[config.mk]
export PLATFORM = sky130hd
export DESIGN_NAME = soc_status_top
export DESIGN_NICKNAME = d
export VERILOG_FILES = /design/src/hdl/soc_status_pkg.sv /design/src/hdl/run_monitor.sv /design/src/hdl/display_select.sv /design/src/hdl/seg_scan.sv /design/src/hdl/pwm_ramp.sv /design/src/hdl/breathing_channel.sv /design/src/hdl/status_led_mux.sv /design/src/hdl/soc_status_top.sv
export SDC_FILE = /design/constraint.sdc
export NUM_CORES = 1
export LEC_CHECK = 0
export BUFFER_PORTS_ARGS = -buffer_cell sky130_fd_sc_hd__buf_4
export CORE_AREA = 3 3 157 159
export CTS_BUF_LIST = sky130_fd_sc_hd__clkbuf_8 sky130_fd_sc_hd__clkbuf_16
export CTS_CLUSTER_SIZE = 20
export DETAILED_ROUTE_END_ITERATION = 10
export DIE_AREA = 0 0 160 162
export PLACE_DENSITY = 0.79
export SLEW_MARGIN = 20
export SYNTH_ARGS = -nofsm -noshare
export SYNTH_HDL_FRONTEND = slang
export SYNTH_HIERARCHICAL = 1
export SYNTH_SLANG_ARGS = --single-unit
[constraint.sdc]
create_clock -name CORE_CLK -period 4.26 [get_ports CORE_CLK]
set_input_delay 0.852 -clock CORE_CLK [delete_from_list [all_inputs] [get_ports CORE_CLK]]
set_output_delay 0.852 -clock CORE_CLK [all_outputs]
set_load 0.02 [all_outputs]
[src/hdl/soc_status_pkg.sv]
package soc_status_pkg;

    typedef logic [31:0] word_t;    // pc, ir, display value, odata
    typedef logic [63:0] cycles_t;
    typedef logic [7:0]  seg_t;     // bit 7 dp, bits 6..0 segments a..g
    typedef logic [2:0]  digit_t;
    typedef logic [3:0]  nibble_t;
    typedef logic [11:0] ramp_t;
    typedef logic [12:0] level_t;   // bit 12 direction, 11..0 magnitude
    typedef logic [1:0]  priv_t;

    localparam priv_t PRIV_U = 2'd0;
    localparam priv_t PRIV_S = 2'd1;
    localparam priv_t PRIV_M = 2'd3;

    typedef enum logic [1:0] {
        RUN_IDLE,
        RUN_LOADING,
        RUN_ACTIVE,
        RUN_STOPPED
    } run_state_t;

    typedef struct packed {
        logic  halt;
        logic  finish;
        logic  init_start;
        logic  init_done;
        word_t odata;
    } status_in_t;

    typedef struct packed {
        logic up;
        logic down;
        logic left;
        logic right;
        logic center;
    } btn_t;

    localparam word_t RUN_TIMEOUT = 32'd1000;   // odata above this ends the run

    // letter codes for the banners
    localparam seg_t SEG_BLANK = 8'b0000_0000;
    localparam seg_t SEG_DP    = 8'b1000_0000;
    localparam seg_t SEG_A_UP  = 8'b0111_0111;
    localparam seg_t SEG_R     = 8'b0000_0101;
    localparam seg_t SEG_C     = 8'b0000_1101;
    localparam seg_t SEG_H     = 8'b0001_0111;
    localparam seg_t SEG_P     = 8'b0110_0111;
    localparam seg_t SEG_O     = 8'b0001_1101;
    localparam seg_t SEG_L     = 8'b0000_1110;
    localparam seg_t SEG_A_LO  = 8'b0111_1101;
    localparam seg_t SEG_D     = 8'b0011_1101;
    localparam seg_t SEG_I     = 8'b0001_0000;
    localparam seg_t SEG_N     = 8'b0001_0101;
    localparam seg_t SEG_G     = 8'b1111_1011;   // g carries the dp, as on the board

    localparam seg_t HEX_SEG [0:15] = '{
        8'b0111_1110, 8'b0011_0000, 8'b0110_1101, 8'b0111_1001,
        8'b0011_0011, 8'b0101_1011, 8'b0101_1111, 8'b0111_0000,
        8'b0111_1111, 8'b0111_1011, 8'b0111_0111, 8'b0001_1111,
        8'b0100_1110, 8'b0011_1101, 8'b0100_1111, 8'b0100_0111
    };

    // digit 0 first
    localparam seg_t IDLE_TEXT [0:7] = '{
        SEG_C, SEG_O, SEG_R, SEG_P, SEG_H, SEG_C, SEG_R, SEG_A_UP
    };

    localparam seg_t LOAD_TEXT [0:15] = '{
        SEG_BLANK, SEG_BLANK, SEG_BLANK, SEG_BLANK, SEG_BLANK, SEG_BLANK, SEG_BLANK,
        SEG_L, SEG_O, SEG_A_LO, SEG_D, SEG_I, SEG_N, SEG_G,
        SEG_DP, SEG_DP
    };

    localparam int NUM_RGB = 3;

    // indexed by rgb bit, listed blue, green, red
    localparam level_t RGB_START [NUM_RGB-1:0] = '{13'd0, 13'd64, 13'd512};
    localparam level_t RGB_STEP  [NUM_RGB-1:0] = '{13'd2, 13'd3, 13'd5};

endpackage

[src/hdl/run_monitor.sv]
`timescale 1ns/1ps

module run_monitor import soc_status_pkg::*; (
    input  logic       CORE_CLK,
    input  logic       CORE_RST_X,
    input  status_in_t status,
    input  logic       stop_btn,
    output run_state_t run_state,
    output cycles_t    run_cycles
);

    run_state_t state_nxt;
    logic       stop_cond;

    assign stop_cond = stop_btn | status.halt | status.finish | (status.odata > RUN_TIMEOUT);

    always_comb begin
        state_nxt = run_state;
        if (stop_cond) begin
            state_nxt = RUN_STOPPED;    // held until reset
        end else begin
            case (run_state)
                RUN_IDLE: begin
                    if (status.init_done) state_nxt = RUN_ACTIVE;
                    else if (status.init_start) state_nxt = RUN_LOADING;
                end
                RUN_LOADING: begin
                    if (status.init_done) state_nxt = RUN_ACTIVE;
                end
                default: state_nxt = run_state;
            endcase
        end
    end

    always_ff @(posedge CORE_CLK) begin
        if (!CORE_RST_X) begin
            run_state  <= RUN_IDLE;
            run_cycles <= '0;
        end else begin
            run_state <= state_nxt;
            if (run_state == RUN_ACTIVE && !stop_cond) begin
                run_cycles <= run_cycles + 64'd1;
            end
        end
    end

    // once stopped the count is final
    a_stop_freezes_count: assert property (@(posedge CORE_CLK) disable iff (!CORE_RST_X)
        run_state == RUN_STOPPED |=> $stable(run_cycles));

endmodule

[src/hdl/display_select.sv]
`timescale 1ns/1ps

module display_select import soc_status_pkg::*; (
    input  logic       CORE_CLK,
    input  logic       CORE_RST_X,
    input  btn_t       btn,
    input  word_t      core_pc,
    input  word_t      core_ir,
    input  logic       kbd_we,
    input  logic [7:0] kbd_data,
    input  logic       mouse_we,
    input  logic [7:0] mouse_data,
    output word_t      disp_value
);

    word_t hist;    // mouse codes in the upper half, keyboard in the lower

    always_ff @(posedge CORE_CLK) begin
        if (!CORE_RST_X) begin
            hist <= '0;
        end else begin
            if (kbd_we) begin
                hist[7:0]  <= kbd_data;
                hist[15:8] <= hist[7:0];        // previous key code
            end
            if (mouse_we) begin
                hist[23:16] <= mouse_data;
                hist[31:24] <= hist[23:16];     // previous mouse code
            end
        end
    end

    always_ff @(posedge CORE_CLK) begin
        if (btn.up || btn.down || btn.center) begin
            disp_value <= '0;
        end else if (btn.left) begin
            disp_value <= core_pc;
        end else if (btn.right) begin
            disp_value <= core_ir;
        end else begin
            disp_value <= hist;
        end
    end

endmodule

[src/hdl/seg_scan.sv]
`timescale 1ns/1ps

module seg_scan import soc_status_pkg::*; #(
    parameter int SCAN_DIV = 16000,
    parameter int LOAD_DIV = 2**25
) (
    input  logic       CORE_CLK,
    input  logic       CORE_RST_X,
    input  run_state_t run_state,
    input  word_t      disp_value,
    output logic [7:0] an,          // active low, one digit at a time
    output seg_t       sg           // active low
);

    localparam int SCAN_W = $clog2(SCAN_DIV + 1);
    localparam int LOAD_W = $clog2(LOAD_DIV + 1);

    logic [SCAN_W-1:0] scan_cnt;
    digit_t            digit;       // digit of the current slot
    logic [LOAD_W-1:0] load_cnt;
    logic [3:0]        scroll;      // banner offset, wraps at 16
    logic [3:0]        load_idx;
    nibble_t           nib;
    seg_t              code;
    seg_t              code_q;
    digit_t            slot_q;

    // slot timer
    always_ff @(posedge CORE_CLK) begin
        if (!CORE_RST_X) begin
            scan_cnt <= '0;
            digit    <= '0;
        end else if (scan_cnt == SCAN_W'(SCAN_DIV - 1)) begin
            scan_cnt <= '0;
            digit    <= digit + 3'd1;
        end else begin
            scan_cnt <= scan_cnt + SCAN_W'(1);
        end
    end

    // loading banner scroll, restarts from 0 outside loading
    always_ff @(posedge CORE_CLK) begin
        if (!CORE_RST_X) begin
            load_cnt <= '0;
            scroll   <= '0;
        end else if (run_state != RUN_LOADING) begin
            load_cnt <= '0;
            scroll   <= '0;
        end else if (load_cnt == LOAD_W'(LOAD_DIV - 1)) begin
            load_cnt <= '0;
            scroll   <= scroll + 4'd1;
        end else begin
            load_cnt <= load_cnt + LOAD_W'(1);
        end
    end

    assign load_idx = scroll + 4'd7 - {1'b0, digit};   // modulo 16
    assign nib      = disp_value[{digit, 2'b00} +: 4];

    always_comb begin
        case (run_state)
            RUN_IDLE:    code = IDLE_TEXT[digit];
            RUN_LOADING: code = LOAD_TEXT[load_idx];
            default:     code = HEX_SEG[nib];
        endcase
    end

    // content stage
    always_ff @(posedge CORE_CLK) begin
        if (!CORE_RST_X) begin
            code_q <= '0;
            slot_q <= '0;
        end else begin
            code_q <= code;
            slot_q <= digit;
        end
    end

    // pad stage, both outputs switch together
    always_ff @(posedge CORE_CLK) begin
        if (!CORE_RST_X) begin
            an <= '1;
            sg <= '1;
        end else begin
            an <= ~(8'd1 << slot_q);
            sg <= ~code_q;
        end
    end

    // after the first slot exactly one anode stays driven
    a_one_anode: assert property (@(posedge CORE_CLK) disable iff (!CORE_RST_X)
        an != 8'hff |=> $onehot(~an));

endmodule

[src/hdl/pwm_ramp.sv]
`timescale 1ns/1ps

module pwm_ramp import soc_status_pkg::*; (
    input  logic  CORE_CLK,
    input  logic  CORE_RST_X,
    output ramp_t ramp,         // shared by all colour channels
    output logic  ramp_wrap     // last count of the period
);

    always_ff @(posedge CORE_CLK) begin
        if (!CORE_RST_X) begin
            ramp <= '0;
        end else begin
            ramp <= ramp + 12'd1;   // 4095 rolls over to 0
        end
    end

    assign ramp_wrap = &ramp;

endmodule

[src/hdl/breathing_channel.sv]
`timescale 1ns/1ps

module breathing_channel import soc_status_pkg::*; #(
    parameter level_t START = 13'd0,
    parameter level_t STEP  = 13'd1
) (
    input  logic  CORE_CLK,
    input  logic  CORE_RST_X,
    input  ramp_t ramp,
    input  logic  ramp_wrap,
    output logic  pwm
);

    level_t level;
    logic   duty_on;

    // direction bit flips the compare so brightness rises then falls
    assign duty_on = level[12] ? (level[11:0] < ramp) : (level[11:0] >= ramp);

    always_ff @(posedge CORE_CLK) begin
        if (!CORE_RST_X) begin
            level <= START;
            pwm   <= 1'b0;
        end else begin
            if (ramp_wrap) begin
                level <= level + STEP;  // once per ramp period, wraps at 8192
            end
            pwm <= duty_on;
        end
    end

endmodule

[src/hdl/status_led_mux.sv]
`timescale 1ns/1ps

module status_led_mux import soc_status_pkg::*; (
    input  logic               CORE_CLK,
    input  logic               CORE_RST_X,
    input  logic               breathe,
    input  run_state_t         run_state,
    input  priv_t              priv,
    input  logic [NUM_RGB-1:0] pwm,
    output logic [NUM_RGB-1:0] rgb     // bit 2 blue, bit 1 green, bit 0 red
);

    logic [3:0]         blink_cnt;
    logic [NUM_RGB-1:0] priv_colour;

    always_comb begin
        case (priv)
            PRIV_U:  priv_colour = 3'b001;
            PRIV_S:  priv_colour = 3'b010;
            PRIV_M:  priv_colour = 3'b100;
            default: priv_colour = 3'b000;  // unused code stays dark
        endcase
    end

    always_ff @(posedge CORE_CLK) begin
        if (!CORE_RST_X) begin
            blink_cnt <= '0;
            rgb       <= '0;
        end else begin
            blink_cnt <= blink_cnt + 4'd1;
            if (breathe) begin
                rgb <= pwm;
            end else if (run_state == RUN_IDLE || run_state == RUN_LOADING) begin
                rgb <= '0;                  // no core yet
            end else if (blink_cnt != 4'd0) begin
                rgb <= '0;
            end else begin
                rgb <= priv_colour;         // short flash, 1 of 16 cycles
            end
        end
    end

    a_single_colour: assert property (@(posedge CORE_CLK) disable iff (!CORE_RST_X)
        !breathe |=> $countones(rgb) <= 1);

endmodule

[src/hdl/soc_status_top.sv]
`timescale 1ns/1ps

module soc_status_top import soc_status_pkg::*; #(
    parameter int SCAN_DIV = 16000,     // cycles per digit slot
    parameter int LOAD_DIV = 2**25      // cycles per banner scroll step
) (
    input  logic               CORE_CLK,
    input  logic               CORE_RST_X,
    input  status_in_t         status,
    input  btn_t               btn,
    input  word_t              core_pc,
    input  word_t              core_ir,
    input  priv_t              priv,
    input  logic               kbd_we,
    input  logic [7:0]         kbd_data,
    input  logic               mouse_we,
    input  logic [7:0]         mouse_data,
    input  logic               breathe,
    output logic [7:0]         an,
    output seg_t               sg,
    output logic [NUM_RGB-1:0] rgb,
    output cycles_t            run_cycles
);

    run_state_t         run_state;
    word_t              disp_value;
    ramp_t              ramp;
    logic               ramp_wrap;
    logic [NUM_RGB-1:0] pwm;            // one breathing bit per colour

    run_monitor run_monitor_i (
        .CORE_CLK   (CORE_CLK),
        .CORE_RST_X (CORE_RST_X),
        .status     (status),
        .stop_btn   (btn.center),     // center button stops the run
        .run_state  (run_state),
        .run_cycles (run_cycles)
    );

    display_select display_select_i (
        .CORE_CLK   (CORE_CLK),
        .CORE_RST_X (CORE_RST_X),
        .btn        (btn),
        .core_pc    (core_pc),
        .core_ir    (core_ir),
        .kbd_we     (kbd_we),
        .kbd_data   (kbd_data),
        .mouse_we   (mouse_we),
        .mouse_data (mouse_data),
        .disp_value (disp_value)
    );

    seg_scan #(
        .SCAN_DIV (SCAN_DIV),
        .LOAD_DIV (LOAD_DIV)
    ) seg_scan_i (
        .CORE_CLK   (CORE_CLK),
        .CORE_RST_X (CORE_RST_X),
        .run_state  (run_state),
        .disp_value (disp_value),
        .an         (an),
        .sg         (sg)
    );

    pwm_ramp pwm_ramp_i (
        .CORE_CLK   (CORE_CLK),
        .CORE_RST_X (CORE_RST_X),
        .ramp       (ramp),
        .ramp_wrap  (ramp_wrap)
    );

    for (genvar i = 0; i < NUM_RGB; i++) begin : g_rgb
        breathing_channel #(
            .START (RGB_START[i]),
            .STEP  (RGB_STEP[i])
        ) channel_i (
            .CORE_CLK   (CORE_CLK),
            .CORE_RST_X (CORE_RST_X),
            .ramp       (ramp),
            .ramp_wrap  (ramp_wrap),
            .pwm        (pwm[i])
        );
    end

    status_led_mux status_led_mux_i (
        .CORE_CLK   (CORE_CLK),
        .CORE_RST_X (CORE_RST_X),
        .breathe    (breathe),
        .run_state  (run_state),
        .priv       (priv),
        .pwm        (pwm),
        .rgb        (rgb)
    );

endmodule

## After elaboration in Yosys (flattened, before gate mapping)

Memory sizes are Yosys's and may differ from the RTL's.
Cells that the tools add are included.

| storage, ports and cells | value |
|---|---|
| bits in latches | 0 |
| output and inout port bits | 83 |
| memories | 3 |
| memory bits (writable) | 0 |
| input bits | 128 |
| word-level logic and storage cells | 102 |
| flip-flop bits (word level) | 265 |
| memory bits (read-only) | 320 |

Memories:

| memory | words | width | rd ports | clocked after Yosys merged registers in | write ports | RTL line | text |
|---|---|---|---|---|---|---|---|
| (name not given) | 16 | 8 | 1 | 0 | 0 | seg_scan.sv:63 | `RUN_LOADING: code = LOAD_TEXT[load_idx];` |
| (name not given) | 16 | 8 | 1 | 0 | 0 | seg_scan.sv:64 | `default: code = HEX_SEG[nib];` |
| (name not given) | 8 | 8 | 1 | 0 | 0 | seg_scan.sv:62 | `RUN_IDLE: code = IDLE_TEXT[digit];` |

| operators by class | value |
|---|---|
| shift operators | 2 |
| magnitude comparators | 10 |
| multipliers | 0 |
| add/subtract/negate cells | 12 |
| multiplexer cells | 21 |
| reduce and logical (&&, ||, !) cells | 14 |
| equal/unequal tests | 9 |
| divide/modulo/power cells | 0 |
| bitwise gates (word level) | 9 |

Operator list:

| kind | count |
|---|---|
| $add 64x1->64 const B | 1 |
| $mux 32 | 2 |
| $mux 8 | 6 |
| $ge 12x12->1 | 3 |
| $lt 12x12->1 | 3 |
| $gt 32x10->1 const B | 1 |
| $shiftx 32x6->4 | 1 |
| $add 13x2->13 const B | 2 |
| $add 26x1->26 const B | 1 |
| $eq 26x25->1 const B | 1 |
| $not 8->8 | 2 |
| $pmux 8 s2 | 1 |
| $add 14x1->14 const B | 1 |
| $eq 14x14->1 const B | 1 |
| $add 13x3->13 const B | 1 |
| $add 12x1->12 const B | 1 |
| $reduce_and 12->1 | 1 |
| $ge 5x5->1 const B | 2 |
| $not 4->5 | 2 |
| $mux 3 | 3 |
| $pmux 3 s3 | 1 |
| $add 4x1->4 const B | 2 |
| $mux 2 | 4 |
| $shl 1x3->8 const A | 1 |
| other kinds (23) | 33 |

## Depth between registers and ports, before layout

Gate-level depths: netlist of run 1.

| depth | value |
|---|---|
| depth after elaboration | 7 |
| gate-level depth with buffers | 12 |
| mapped depth without buffers | 10 |

## Hierarchy

The synthesis of run 1 kept the hierarchy.

By module, submodules not included:

| module | area an instance (µm²) | cells an instance | instances | sequential area each (µm²) |
|---|---|---|---|---|
| seg_scan | 3607.2 | 392 | 1 | 1481.4 |
| run_monitor | 3245.6 | 385 | 1 | 1321.3 |
| display_select | 2857.7 | 247 | 1 | 1281.2 |
| breathing_channel (g_rgb[0].channel_i) | 935.9 | 109 | 1 | 280.3 |
| breathing_channel (g_rgb[1].channel_i) | 932.1 | 109 | 1 | 280.3 |
| breathing_channel (g_rgb[2].channel_i) | 797.0 | 93 | 1 | 260.2 |
| pwm_ramp | 511.7 | 57 | 1 | 240.2 |
| status_led_mux | 302.8 | 30 | 1 | 140.1 |

## Worst setup path before layout of run 1

Ideal clock, no wire load.

| path | value |
|---|---|
| path kind | register -> register |
| from | register pwm_ramp_i.ramp[0] |
| to | register g_rgb[0].channel_i.level[8] |
| stages on the path, launching flop included | 9 |
| period minus slack after synthesis | 3071 ps |
| library setup time | 115 ps |
| slack | 1189 ps |
| required time | 4145 ps |
| arrival time | 2956 ps |
| path buffers | 1 |
| cell sequence | dfxtp_1 -> ha_1 -> nand2_1 -> nor4_1 -> buf_2 -> o211ai_1 -> or2b_1 -> xnor2_1 -> and2_1 |

| on the way | value |
|---|---|
| cells in the longest elaborated chain, start to end | 1 |

RTL lines:

| item | RTL line | text |
|---|---|---|
| from (decl) | pwm_ramp.sv:6 | `output ramp_t ramp,` |
| from (signal assigned) | pwm_ramp.sv:14 | `ramp <= ramp + 12'd1;` |
| $reduce_and 12->1 | pwm_ramp.sv:18 | `assign ramp_wrap = &ramp;` |
| named net ramp_wrap | soc_status_top.sv:28 | `logic ramp_wrap;` |
| to (signal assigned) | breathing_channel.sv:26 | `level <= level + STEP;` |
| to (decl) | breathing_channel.sv:14 | `level_t level;` |

The timed path passes the listed nets, and every way through them passes these cells.
A chain may end at the register's enable or synchronous reset.

## Worst setup path after layout of run 1

| path | value |
|---|---|
| from | register pwm_ramp_i.ramp[4] |
| to | register g_rgb[0].channel_i.level[8] |

Same word-level chain as after synthesis.

==> results.sh, run 1 <==
export IMPL_run_status="finished clean"
export IMPL_grt_pass1_wl_microns=50400
export IMPL_critPathCapture="g_rgb[0].channel_i/level[8]"
export IMPL_syn_area_sq_um=13200
export IMPL_startpoint="pwm_ramp_i/ramp[4]"
export IMPL_cpLargestDelayFamily="simple AND/OR/NAND/NOR gates"
export IMPL_core_area_sq_um=23400
export IMPL_top_usage_layer="met2"
export IMPL_maxSlewHeadroom_pct=31.2
export IMPL_hp_class="reg2reg"
export IMPL_synth_net_count=1616
export IMPL_die_x_microns=160
export IMPL_cts_sinks=264
export IMPL_netlist_instances=1422
export IMPL_post_cts_setup_buffer_count=0
export IMPL_clockRootBuffer="clkbuf_16"
export IMPL_ctsHoldBuffers=0
export IMPL_ant_nets=0
export IMPL_fin_tns_setup_ns=0
export IMPL_worst_r2r_cell_count=7
export IMPL_pin_count=211
export IMPL_utilization_pct=68.0
export IMPL_rows=56
export IMPL_drv_cap=0
export IMPL_dr_first_iter_drc_count=680
export IMPL_worst_slew_pin_slew_ns=1.03
export IMPL_drive_above_1_share_pct=20.5
export IMPL_start_util_pct=56.4
export IMPL_critPathLaunchType="flop"
export IMPL_cts_tree="yes"
export IMPL_antenna_found_initial=0
export IMPL_synth_top_cell_by_area="dfxtp_1"
export IMPL_htree_levels=1
export IMPL_cp_max_fo=14
export IMPL_rsz0062_at_grt="false"
export IMPL_die_area_sq_um=25900
export IMPL_rr_endpoint="g_rgb[0].channel_i/level[8]"
export IMPL_synth_edf_count=0
export IMPL_clk_latency_ns=0.54
export IMPL_area_growth_synth_to_final_pct=20.7
export IMPL_synth_ff_type="dfxtp_1"
export IMPL_powerDensity_nw_per_um2=335
export IMPL_wl_microns=30700
export IMPL_required_ns=4.69
export IMPL_first_pass_iters=4
export IMPL_ff2ff_setup_slack_ns=1.32
export IMPL_worstSetupPathType="reg2reg"
export IMPL_first_global_vias=10400
export IMPL_numCtsBuffers=28
export IMPL_fmax_mhz=340
export IMPL_cts_buffer_depth=3
export IMPL_p_leak_uw=0.00637
export IMPL_seq_area_frac_synth_pct=40.1
export IMPL_synth_seq_cells=264
export IMPL_dpl_cell_count=1906
export IMPL_hold_violations=0
export IMPL_synthArstFlopShare_pct=0
export IMPL_cp_depth=7
export IMPL_ys_warnings_count=6
export IMPL_io_buffer_count=210
export IMPL_overflow=0
export IMPL_postPlaceCellArea_sq_um=15000
export IMPL_diodes=0
export IMPL_finalCritPeriodShare_pct=69.0
export IMPL_met3_usage_pct=3.90
export IMPL_fin_nets=1811
export IMPL_synth_common_cells="dfxtp_1, nor2_1, nand2_1, mux2i_1, nor2b_1"
export IMPL_finalNonFillerCells=1957
export IMPL_setup_viol=0
export IMPL_post_route_drc_count=0
export IMPL_slowest_delay_ns=0.71
export IMPL_crit_buf_inv=1
export IMPL_yosys_cell_count_top_type="dfxtp_1"
export IMPL_ctsResizeCount=0
export IMPL_avgSynthCellArea_sq_um=9.28
export IMPL_hpwl_microns=22100
export IMPL_regToRegStartpoint="pwm_ramp_i/ramp[4]"
export IMPL_critPathSlowestCell="nor4_2"
export IMPL_die_h_microns=162
export IMPL_via_per_inst=5.48
export IMPL_finalMaxSlewViolations=0
export IMPL_crit_chain="nand4_2 -> nor4_2 -> buf_4 -> o211ai_1 -> or2b_1 -> xnor2_1 -> and2_1"
export IMPL_hold_start="seg_scan_i/code_q[3]"
export IMPL_critPathCaptureType="flop"
export IMPL_design_area_sq_um=15900
export IMPL_grt_use_met1_pct=30.4
export IMPL_synth_distinct_cells=72
export IMPL_grt_max_degree=68
export IMPL_clk_pin_slew_ns=0.06
export IMPL_ys_top_cells_by_area="dfxtp_1, ha_1, mux2i_1"
export IMPL_finalPower_uw=5340
export IMPL_grtUsageMet2_pct=38.3
export IMPL_routedWlPerCell_microns=15.7
export IMPL_post_route_min_period_ns=2.94
export IMPL_num_vias=10700
export IMPL_track_usage_pct=22.9
export IMPL_critPathArrivalTime_ns=3.37
export IMPL_place_congestion=0.838
export IMPL_skew_ns=0.0123
export IMPL_fill_cells=1901
export IMPL_peakVddDrop_mv=0.225
export IMPL_synth_top_cell_area_share_pct=40.1
[where the power goes]
| group | switching (uW) | internal, uW |
|---|---|---|
| registers | 28.5 | 2510 |
| clock network | 1010 | 1450 |
| logic | 168 | 170 |
| total | 1200 | 4140 |
[worst min-delay path by stage]
stage / endpoint / slack (ns) / cells past startpoint
2_1_floorplan: seg_scan_i/sg[0] / 0.34 / 1
3_3_place_gp: seg_scan_i/sg[4] / 0.35 / 1
3_5_place_dp: seg_scan_i/sg[5] / 0.35 / 1
4_1_cts: seg_scan_i/sg[3] / 0.36 / 1
5_1_grt: seg_scan_i/sg[0] / 0.37 / 1
6_report: seg_scan_i/sg[3] / 0.36 / 1
[per-stage QoR]
| stage | hold slack (ns) | worst slack [ns] |
|---|---|---|
| after floorplan | 0.343 | 1.19 |
| final | 0.360 | 1.32 |
| after detailed placement | 0.348 | 1.18 |
| after global routing | 0.370 | 1.09 |
| after global placement | 0.347 | 1.20 |
| after CTS | 0.358 | 1.34 |
[cell type report]
| class | instances | area (sq um) | area share (%) |
|---|---|---|---|
| tap | 319 | 399 | 2.51 |
| timing repair buffer | 219 | 1640 | 10.3 |
| sequential | 264 | 5290 | 33.2 |
| clock buffer | 34 | 795 | 4.99 |
| clock inverter | 17 | 165 | 1.04 |
| multi-input combinational | 1033 | 7370 | 46.3 |
| inverter | 71 | 267 | 1.67 |
[cells in the final DEF, fill, tap and decap left out, types with 4 or more instances in the layout]
master      Yosys  layout
a211oi_1       10      10
a211oi_2       30      30
a21boi_0        6       6
a21o_1          4       4
a21oi_1        38      38
and2_1         35      35
and3_1         24      24
and4_1         15      15
buf_4           6     219
clkbuf_16       0      29
clkbuf_8        0       5
clkinv_2        0       5
clkinv_4        0       4
clkinvlp_4      0       6
dfxtp_1       264     264
ha_1           65      65
inv_1          69      69
mux2i_1        79      79
mux4_2          8       8
nand2_1        85      85
nand2b_1        7       7
nand3_1        49      49
nand4_1        53      53
nor2_1        152     152
nor2b_1        76      76
nor3_1         17      17
nor4_1         25      24
o211ai_1        6       6
o21a_1          5       5
o21ai_0        29      29
o31ai_1         5       5
or3_1          19      19
or4_1          10      10
xnor2_1        62      62
xor2_1         63      63
[state kept, by name (all words and copies together) (netlist names), 3 cells and up]
signal	count
status_led_mux_i/blink_cnt	4
seg_scan_i/digit	3
status_led_mux_i/rgb	3
seg_scan_i/scroll	4
seg_scan_i/slot_q	3
display_select_i/hist	32
seg_scan_i/code_q	8
seg_scan_i/load_cnt	26
seg_scan_i/an	8
g_rgb.channel_i/pwm	3
run_monitor_i/run_cycles	64
g_rgb.channel_i/level	38
pwm_ramp_i/ramp	12
display_select_i/disp_value	32
seg_scan_i/sg	8
seg_scan_i/scan_cnt	14
[kinds of logic after synthesis]
logic type | Yosys count | share of synthesized area, %
DFF | 264 | 40.1
AOI/OAI and AO/OA | 158 | 9.08
xor gates and xnor gates | 126 | 8.47
buffers and inverters | 125 | 4.14
and+or+nand+nor | 593 | 24.3
adders and majority gates | 66 | 6.32
muxes | 90 | 7.62
[worst reg2reg max path, delay by kind of cell, from the launching register on]
| kind | cells | cell delay [ns] |
|---|---|---|
| AOI/OAI and AO/OA | 1 | 0.30 |
| DFF | 1 | 0.54 |
| buffers and inverters | 1 | 0.33 |
| xor gates and xnor gates | 1 | 0.13 |
| and+or+nand+nor | 4 | 1.55 |
[per-layer routing]
metal | vias up | share of wire [%] | wire length [microns]
li1 | 5361 | - | -
met3 | 58 | 5.6 | 1720
met1 | 4985 | 45 | 13800
met2 | 311 | 47 | 14400
met5 | - | 0 | 0
met4 | 0 | 2.4 | 750
Note: power is estimated with default switching activity, not from simulation.
==> run 2, diff against run 1 <==
==> constraint.sdc (replaced) <==
create_clock -name CORE_CLK -period 2.8 [get_ports CORE_CLK]
set_input_delay 0.56 -clock CORE_CLK [delete_from_list [all_inputs] [get_ports CORE_CLK]]
set_output_delay 0.56 -clock CORE_CLK [all_outputs]
set_load 0.02 [all_outputs]
==> run 2 against run 1 <==
Net effect:
- hold slack got worse by 0.12 ns
- largest power group unchanged
- clock-buffer cell count fell by 1
- global-route usage rose by 0.087 points
- critical path depth fell by 1
- clock power rose by 44%
- die area did not move
- cell count rose by 1.2%
- total power rose by 49%
- routed wire length barely moved
- core utilization rose by 0.64 points
==> results.sh, run 2 (synthesis gave the netlist of run 1 again) <==
export IMPL_via_per_inst=5.47
export IMPL_swShare_pct=22.6
export IMPL_critPathArrivalTime_ns=3.02
export IMPL_hpwl_microns=22600
export IMPL_final_cell_mix="dfxtp_1, buf_4, nor2_1"
export IMPL_dpl_cell_count=1930
export IMPL_rr_endpoint="seg_scan_i/scroll[3]"
export IMPL_slowest_delay_ns=0.65
export IMPL_first_pass_iters=4
export IMPL_routedWlPerCell_microns=15.5
export IMPL_peakVddDrop_mv=0.416
export IMPL_crit_buf_inv=0
export IMPL_cts_sinks=264
export IMPL_worst_slew_pin_slew_ns=0.760
export IMPL_cts_tree="yes"
export IMPL_cpLargestDelayFamily="simple AND/OR/NAND/NOR gates"
export IMPL_hp_class="in2reg"
export IMPL_rsz0062_at_grt="false"
export IMPL_finalCritPeriodShare_pct=91.2
export IMPL_pin_count=211
export IMPL_drv_cap=0
export IMPL_cts_buffer_depth=3
export IMPL_clkPwrFrac_pct=44.6
export IMPL_largest_reg_flops=64
export IMPL_ff2ff_setup_slack_ns=0.25
export IMPL_area_growth_synth_to_final_pct=21.8
export IMPL_fin_nets=1835
export IMPL_first_global_vias=10500
export IMPL_critPathLaunchType="flop"
export IMPL_finalMaxSlewViolations=0
export IMPL_clk_latency_ns=0.55
export IMPL_top_regs="run_monitor_i/run_cycles (64), g_rgb.channel_i/level (38)"
export IMPL_layout_commonest_cell="dfxtp_1"
export IMPL_clk_pin_slew_ns=0.06
export IMPL_p_leak_uw=0.00651
export IMPL_overflow=0
export IMPL_postPlaceCellArea_sq_um=15200
export IMPL_dp_slack_ns=0.121
export IMPL_fin_ws_ns=0.245
export IMPL_num_vias=10800
export IMPL_run_status="finished clean"
export IMPL_numCtsBuffers=28
export IMPL_hold_violations=0
export IMPL_regToRegStartpoint="seg_scan_i/load_cnt[0]"
export IMPL_powerDensity_nw_per_um2=494
export IMPL_pwr_share_comb_pct=6.7
export IMPL_critPathCapture="seg_scan_i/scroll[3]"
export IMPL_grt_pass1_wl_microns=50700
export IMPL_post_route_min_period_ns=2.55
export IMPL_setup_viol=0
export IMPL_die_h_microns=162
export IMPL_maxSlewHeadroom_pct=49.2
export IMPL_place_congestion=0.869
export IMPL_seqPwrFrac_pct=48.7
export IMPL_wl_microns=30700
export IMPL_dr_first_iter_drc_count=683
export IMPL_cp_max_fo=8
export IMPL_post_route_drc_count=0
export IMPL_antenna_found_initial=0
export IMPL_critPathCaptureType="flop"
export IMPL_fmax_mhz=391
export IMPL_drive_above_1_share_pct=21.2
export IMPL_die_x_microns=160
export IMPL_die_area_sq_um=25900
export IMPL_netSwitchingPower_uw=1790
export IMPL_grt_max_degree=58
export IMPL_skew_ns=0.0131
export IMPL_cp_depth=6
export IMPL_clockRootBuffer="clkbuf_16"
export IMPL_core_area_sq_um=23400
export IMPL_track_usage_pct=22.9
export IMPL_top_register="run_monitor_i/run_cycles"
export IMPL_required_ns=3.26
export IMPL_htree_levels=1
export IMPL_worstSetupPathType="reg2reg"
export IMPL_rows=56
export IMPL_finalNonFillerCells=1981
export IMPL_post_cts_setup_buffer_count=0
export IMPL_diodes=0
export IMPL_ant_nets=0
export IMPL_io_buffer_count=210
export IMPL_design_area_sq_um=16100
export IMPL_p_int_uw=6140
export IMPL_start_util_pct=56.4
export IMPL_fin_tns_setup_ns=0
export IMPL_critPathSlowestCell="or4_1"
export IMPL_worst_r2r_cell_count=6
export IMPL_crit_chain="ha_1 -> nand4_2 -> or4_1 -> or4_4 -> or3_1 -> a21oi_1"
export IMPL_startpoint="seg_scan_i/load_cnt[0]"
[run 2: cell count changes in the layout (fill, tap and decap cells not counted), sizes merged]
cell	previous run	this run
buf	219	243
inv	71	80
clkinv	9	4
clkinvlp	6	4
bufinv	2	1
clkbuf	34	33
[run 2: worst min path at each step]
stage	start	end	slack [ns]	cells past startpoint
3_3_place_gp	seg_scan_i/code_q[3]	seg_scan_i/sg[3]	0.35	1
5_1_grt	priv[1]	status_led_mux_i/rgb[1]	0.24	2
4_1_cts	priv[1]	status_led_mux_i/rgb[1]	0.22	2
3_5_place_dp	seg_scan_i/code_q[6]	seg_scan_i/sg[6]	0.35	1
6_report	priv[1]	status_led_mux_i/rgb[1]	0.24	2
2_1_floorplan	seg_scan_i/code_q[0]	seg_scan_i/sg[0]	0.34	1
[run 2: metal layers]
| metal | vias up | wire length [microns] | global-route usage, % |
|---|---|---|---|
| li1 | 5414 | - | - |
| met1 | 5088 | 13800 | 30.1 |
| met2 | 279 | 14600 | 38.9 |
| met3 | 59 | 1600 | 4.08 |
| met4 | 0 | 671 | 6.63 |
| met5 | - | 0 | 0 |
[run 2: repair_timing]
action                     in CTS  in global routing
gates resized for setup         0                  1
hold buffers                    0                  0
setup endpoints to repair       0                  1
[run 2: metrics by stage]
| step | power, uW | hold slack, ns | utilization (%) |
|---|---|---|---|
| global route | 8230 | 0.239 | 68.7 |
| global placement | 4460 | 0.348 | 64.8 |
| detailed placement | 4480 | 0.347 | 64.8 |
| floorplan | 4230 | 0.343 | - |
| CTS | 8010 | 0.222 | 68.6 |
| finish | 7930 | 0.243 | 68.7 |
[run 2: power by group through the flow]
stage | combinational [uW] | clock, uW | sequential [uW]
after floorplan | 290 | 0 | 3940
after global placement | 519 | 0 | 3940
after detailed placement | 531 | 0 | 3940
after CTS | 534 | 3610 | 3860
after global routing | 581 | 3780 | 3870
final | 531 | 3540 | 3860
[run 2: cell type report]
| class | count | area, sq um |
|---|---|---|
| fill | 1856 | 7330 |
| inverter | 71 | 267 |
| clock inverter | 18 | 130 |
| multi-input combinational | 1033 | 7370 |
| sequential | 264 | 5290 |
| timing repair buffer | 243 | 1850 |
| tap | 319 | 399 |
| clock buffer | 33 | 769 |
[run 2: worst reg2reg max path: stages (launching register included)]
cell     delay, ns
dfxtp_1       0.38
ha_1          0.24
nand4_2       0.12
or4_1         0.65
or4_4         0.58
or3_1         0.36
a21oi_1       0.14
==> run 3, diff against run 2 <==
==> constraint.sdc (replaced) <==
create_clock -name CORE_CLK -period 2.8 [get_ports CORE_CLK]
set_input_delay 0.42 -clock CORE_CLK [delete_from_list [all_inputs] [get_ports CORE_CLK]]
set_output_delay 0.42 -clock CORE_CLK [all_outputs]
set_load 0.02 [all_outputs]
==> run 3 against run 2 <==
Net effect:
- core utilization increased by 0.28 points
- flip-flop and latch count is the same
- critical path depth unchanged
==> results.sh, run 3 (synthesis gave the netlist of run 1 again) <==
export IMPL_run_status="finished clean"
export IMPL_required_ns=3.25
export IMPL_diodes=0
export IMPL_drv_cap=0
export IMPL_numCtsBuffers=27
export IMPL_cts_tree="yes"
export IMPL_die_x_microns=160
export IMPL_pwr_share_comb_pct=6.5
export IMPL_rsz0062_at_grt="false"
export IMPL_critPathSlowestCell="or4_1"
export IMPL_path_common_cell="or4_1"
export IMPL_via_per_inst=5.50
export IMPL_utilization_pct=68.9
export IMPL_p_leak_uw=0.00652
export IMPL_swShare_pct=21.2
export IMPL_wl_met2_microns=14700
export IMPL_peakVddDrop_mv=0.412
export IMPL_largest_reg_flops=64
export IMPL_routed_wl_met3_microns=1750
export IMPL_cts_buffer_depth=3
export IMPL_core_area_sq_um=23400
export IMPL_htree_levels=1
export IMPL_critPathCapture="seg_scan_i/scroll[3]"
export IMPL_critPathArrivalTime_ns=3.01
export IMPL_num_vias=10900
export IMPL_skew_ns=0.0132
export IMPL_netSwitchingPower_uw=1750
export IMPL_fin_ws_ns=0.244
export IMPL_post_route_drc_count=0
export IMPL_critPathLaunchType="flop"
export IMPL_antenna_found_initial=0
export IMPL_regToRegStartpoint="seg_scan_i/load_cnt[0]"
export IMPL_grt_max_degree=55
export IMPL_ctsResizeCount=0
export IMPL_ant_nets=0
export IMPL_drive_above_1_share_pct=21.2
export IMPL_final_cell_mix="dfxtp_1, buf_4, nor2_1"
export IMPL_routedWlPerCell_microns=15.7
export IMPL_track_usage_pct=23.0
export IMPL_hpwl_microns=22700
export IMPL_dp_slack_ns=0.253
export IMPL_crit_chain="ha_1 -> nand4_2 -> or4_1 -> or4_1 -> or3_1 -> a21oi_1"
export IMPL_layout_commonest_cell="dfxtp_1"
export IMPL_worst_r2r_cell_count=6
export IMPL_top_register="run_monitor_i/run_cycles"
export IMPL_worst_slew_pin_slew_ns=0.754
export IMPL_routed_top_layer="met4"
export IMPL_hp_class="in2reg"
export IMPL_rr_endpoint="seg_scan_i/scroll[3]"
export IMPL_clk_pin_slew_ns=0.07
export IMPL_setup_viol=0
export IMPL_holdWs_ns=0.126
export IMPL_cp_max_fo=8
export IMPL_critPathCaptureType="flop"
export IMPL_overflow=0
export IMPL_finalMaxSlewViolations=0
export IMPL_fmax_mhz=391
export IMPL_finalCritPeriodShare_pct=91.3
export IMPL_wl_microns=31100
export IMPL_clk_latency_ns=0.53
export IMPL_maxSlewHeadroom_pct=49.6
export IMPL_die_area_sq_um=25900
export IMPL_pin_count=211
export IMPL_dr_first_iter_drc_count=569
export IMPL_top_regs="run_monitor_i/run_cycles (64), g_rgb.channel_i/level (38)"
export IMPL_rows=56
export IMPL_seqPwrFrac_pct=46.8
export IMPL_first_global_vias=10500
export IMPL_startpoint="seg_scan_i/load_cnt[0]"
export IMPL_area_growth_synth_to_final_pct=22.3
export IMPL_clkPwrFrac_pct=46.7
export IMPL_worstSetupPathType="reg2reg"
export IMPL_start_util_pct=56.4
export IMPL_io_buffer_count=210
export IMPL_post_cts_setup_buffer_count=0
export IMPL_place_congestion=0.850
export IMPL_first_pass_iters=5
export IMPL_die_h_microns=162
export IMPL_fin_tns_setup_ns=0
export IMPL_grt_pass1_wl_microns=50800
export IMPL_cts_sinks=264
export IMPL_clockRootBuffer="clkbuf_16"
export IMPL_hold_violations=0
export IMPL_p_int_uw=6500
export IMPL_slowest_delay_ns=0.64
export IMPL_fin_nets=1835
export IMPL_ff2ff_setup_slack_ns=0.24
export IMPL_ctsHoldBuffers=0
export IMPL_post_route_min_period_ns=2.56
export IMPL_wl_met1_microns=13800
export IMPL_fill_cells=1876
export IMPL_powerDensity_nw_per_um2=511
-- run 3: power by group through the flow --
stage / registers, uW / clock network (uW) / logic, uW
after global placement: 3940 / 0 / 518
after global routing: 3870 / 4060 / 578
after detailed placement: 3940 / 0 / 527
after CTS: 3860 / 3920 / 532
after floorplan: 3940 / 0 / 290
final: 3860 / 3850 / 533
-- run 3: critical path, delay by kind of cell (launching register included) --
kind                       cells  cell delay, ns
DFF                            1            0.37
AOI/OAI and AO/OA              1            0.16
adders and majority gates      1            0.24
and+or+nand+nor                4            1.73
-- run 3: final cells by class --
| class | count | area (sq um) | share of cell area, % |
|---|---|---|---|
| multi-input cells | 1033 | 7370 | 45.7 |
| flip-flops and latches | 264 | 5290 | 32.8 |
| repair buffers | 244 | 1860 | 11.5 |
| clock buffers | 31 | 731 | 4.53 |
| well taps | 319 | 399 | 2.47 |
| inverters | 71 | 267 | 1.65 |
| clock inverters | 15 | 230 | 1.43 |
-- run 3: worst min path at each step --
stage / startpoint / to / slack, ns / cells after the start
4_1_cts: priv[1] / status_led_mux_i/rgb[1] / 0.11 / 2
3_3_place_gp: seg_scan_i/code_q[3] / seg_scan_i/sg[3] / 0.35 / 1
3_5_place_dp: seg_scan_i/code_q[4] / seg_scan_i/sg[4] / 0.35 / 1
2_1_floorplan: seg_scan_i/code_q[0] / seg_scan_i/sg[0] / 0.34 / 1
5_1_grt: priv[1] / status_led_mux_i/rgb[1] / 0.12 / 2
6_report: priv[1] / status_led_mux_i/rgb[1] / 0.13 / 2
-- run 3: per-stage QoR --
stage	cells	total power (uW)	instance area, sq um
after floorplan	1422	4230	13200
after global placement	1931	4460	15200
after detailed placement	1931	4470	15200
after CTS	1977	8310	16100
after global routing	1977	8500	16100
final	1977	8240	16100
-- run 3: per-layer routing --
layer | up-vias | global-route usage [%]
met1 | 5053 | 30.7
li1 | 5423 | -
met5 | - | 0
met2 | 338 | 39.0
met3 | 62 | 3.88
met4 | 0 | 5.84
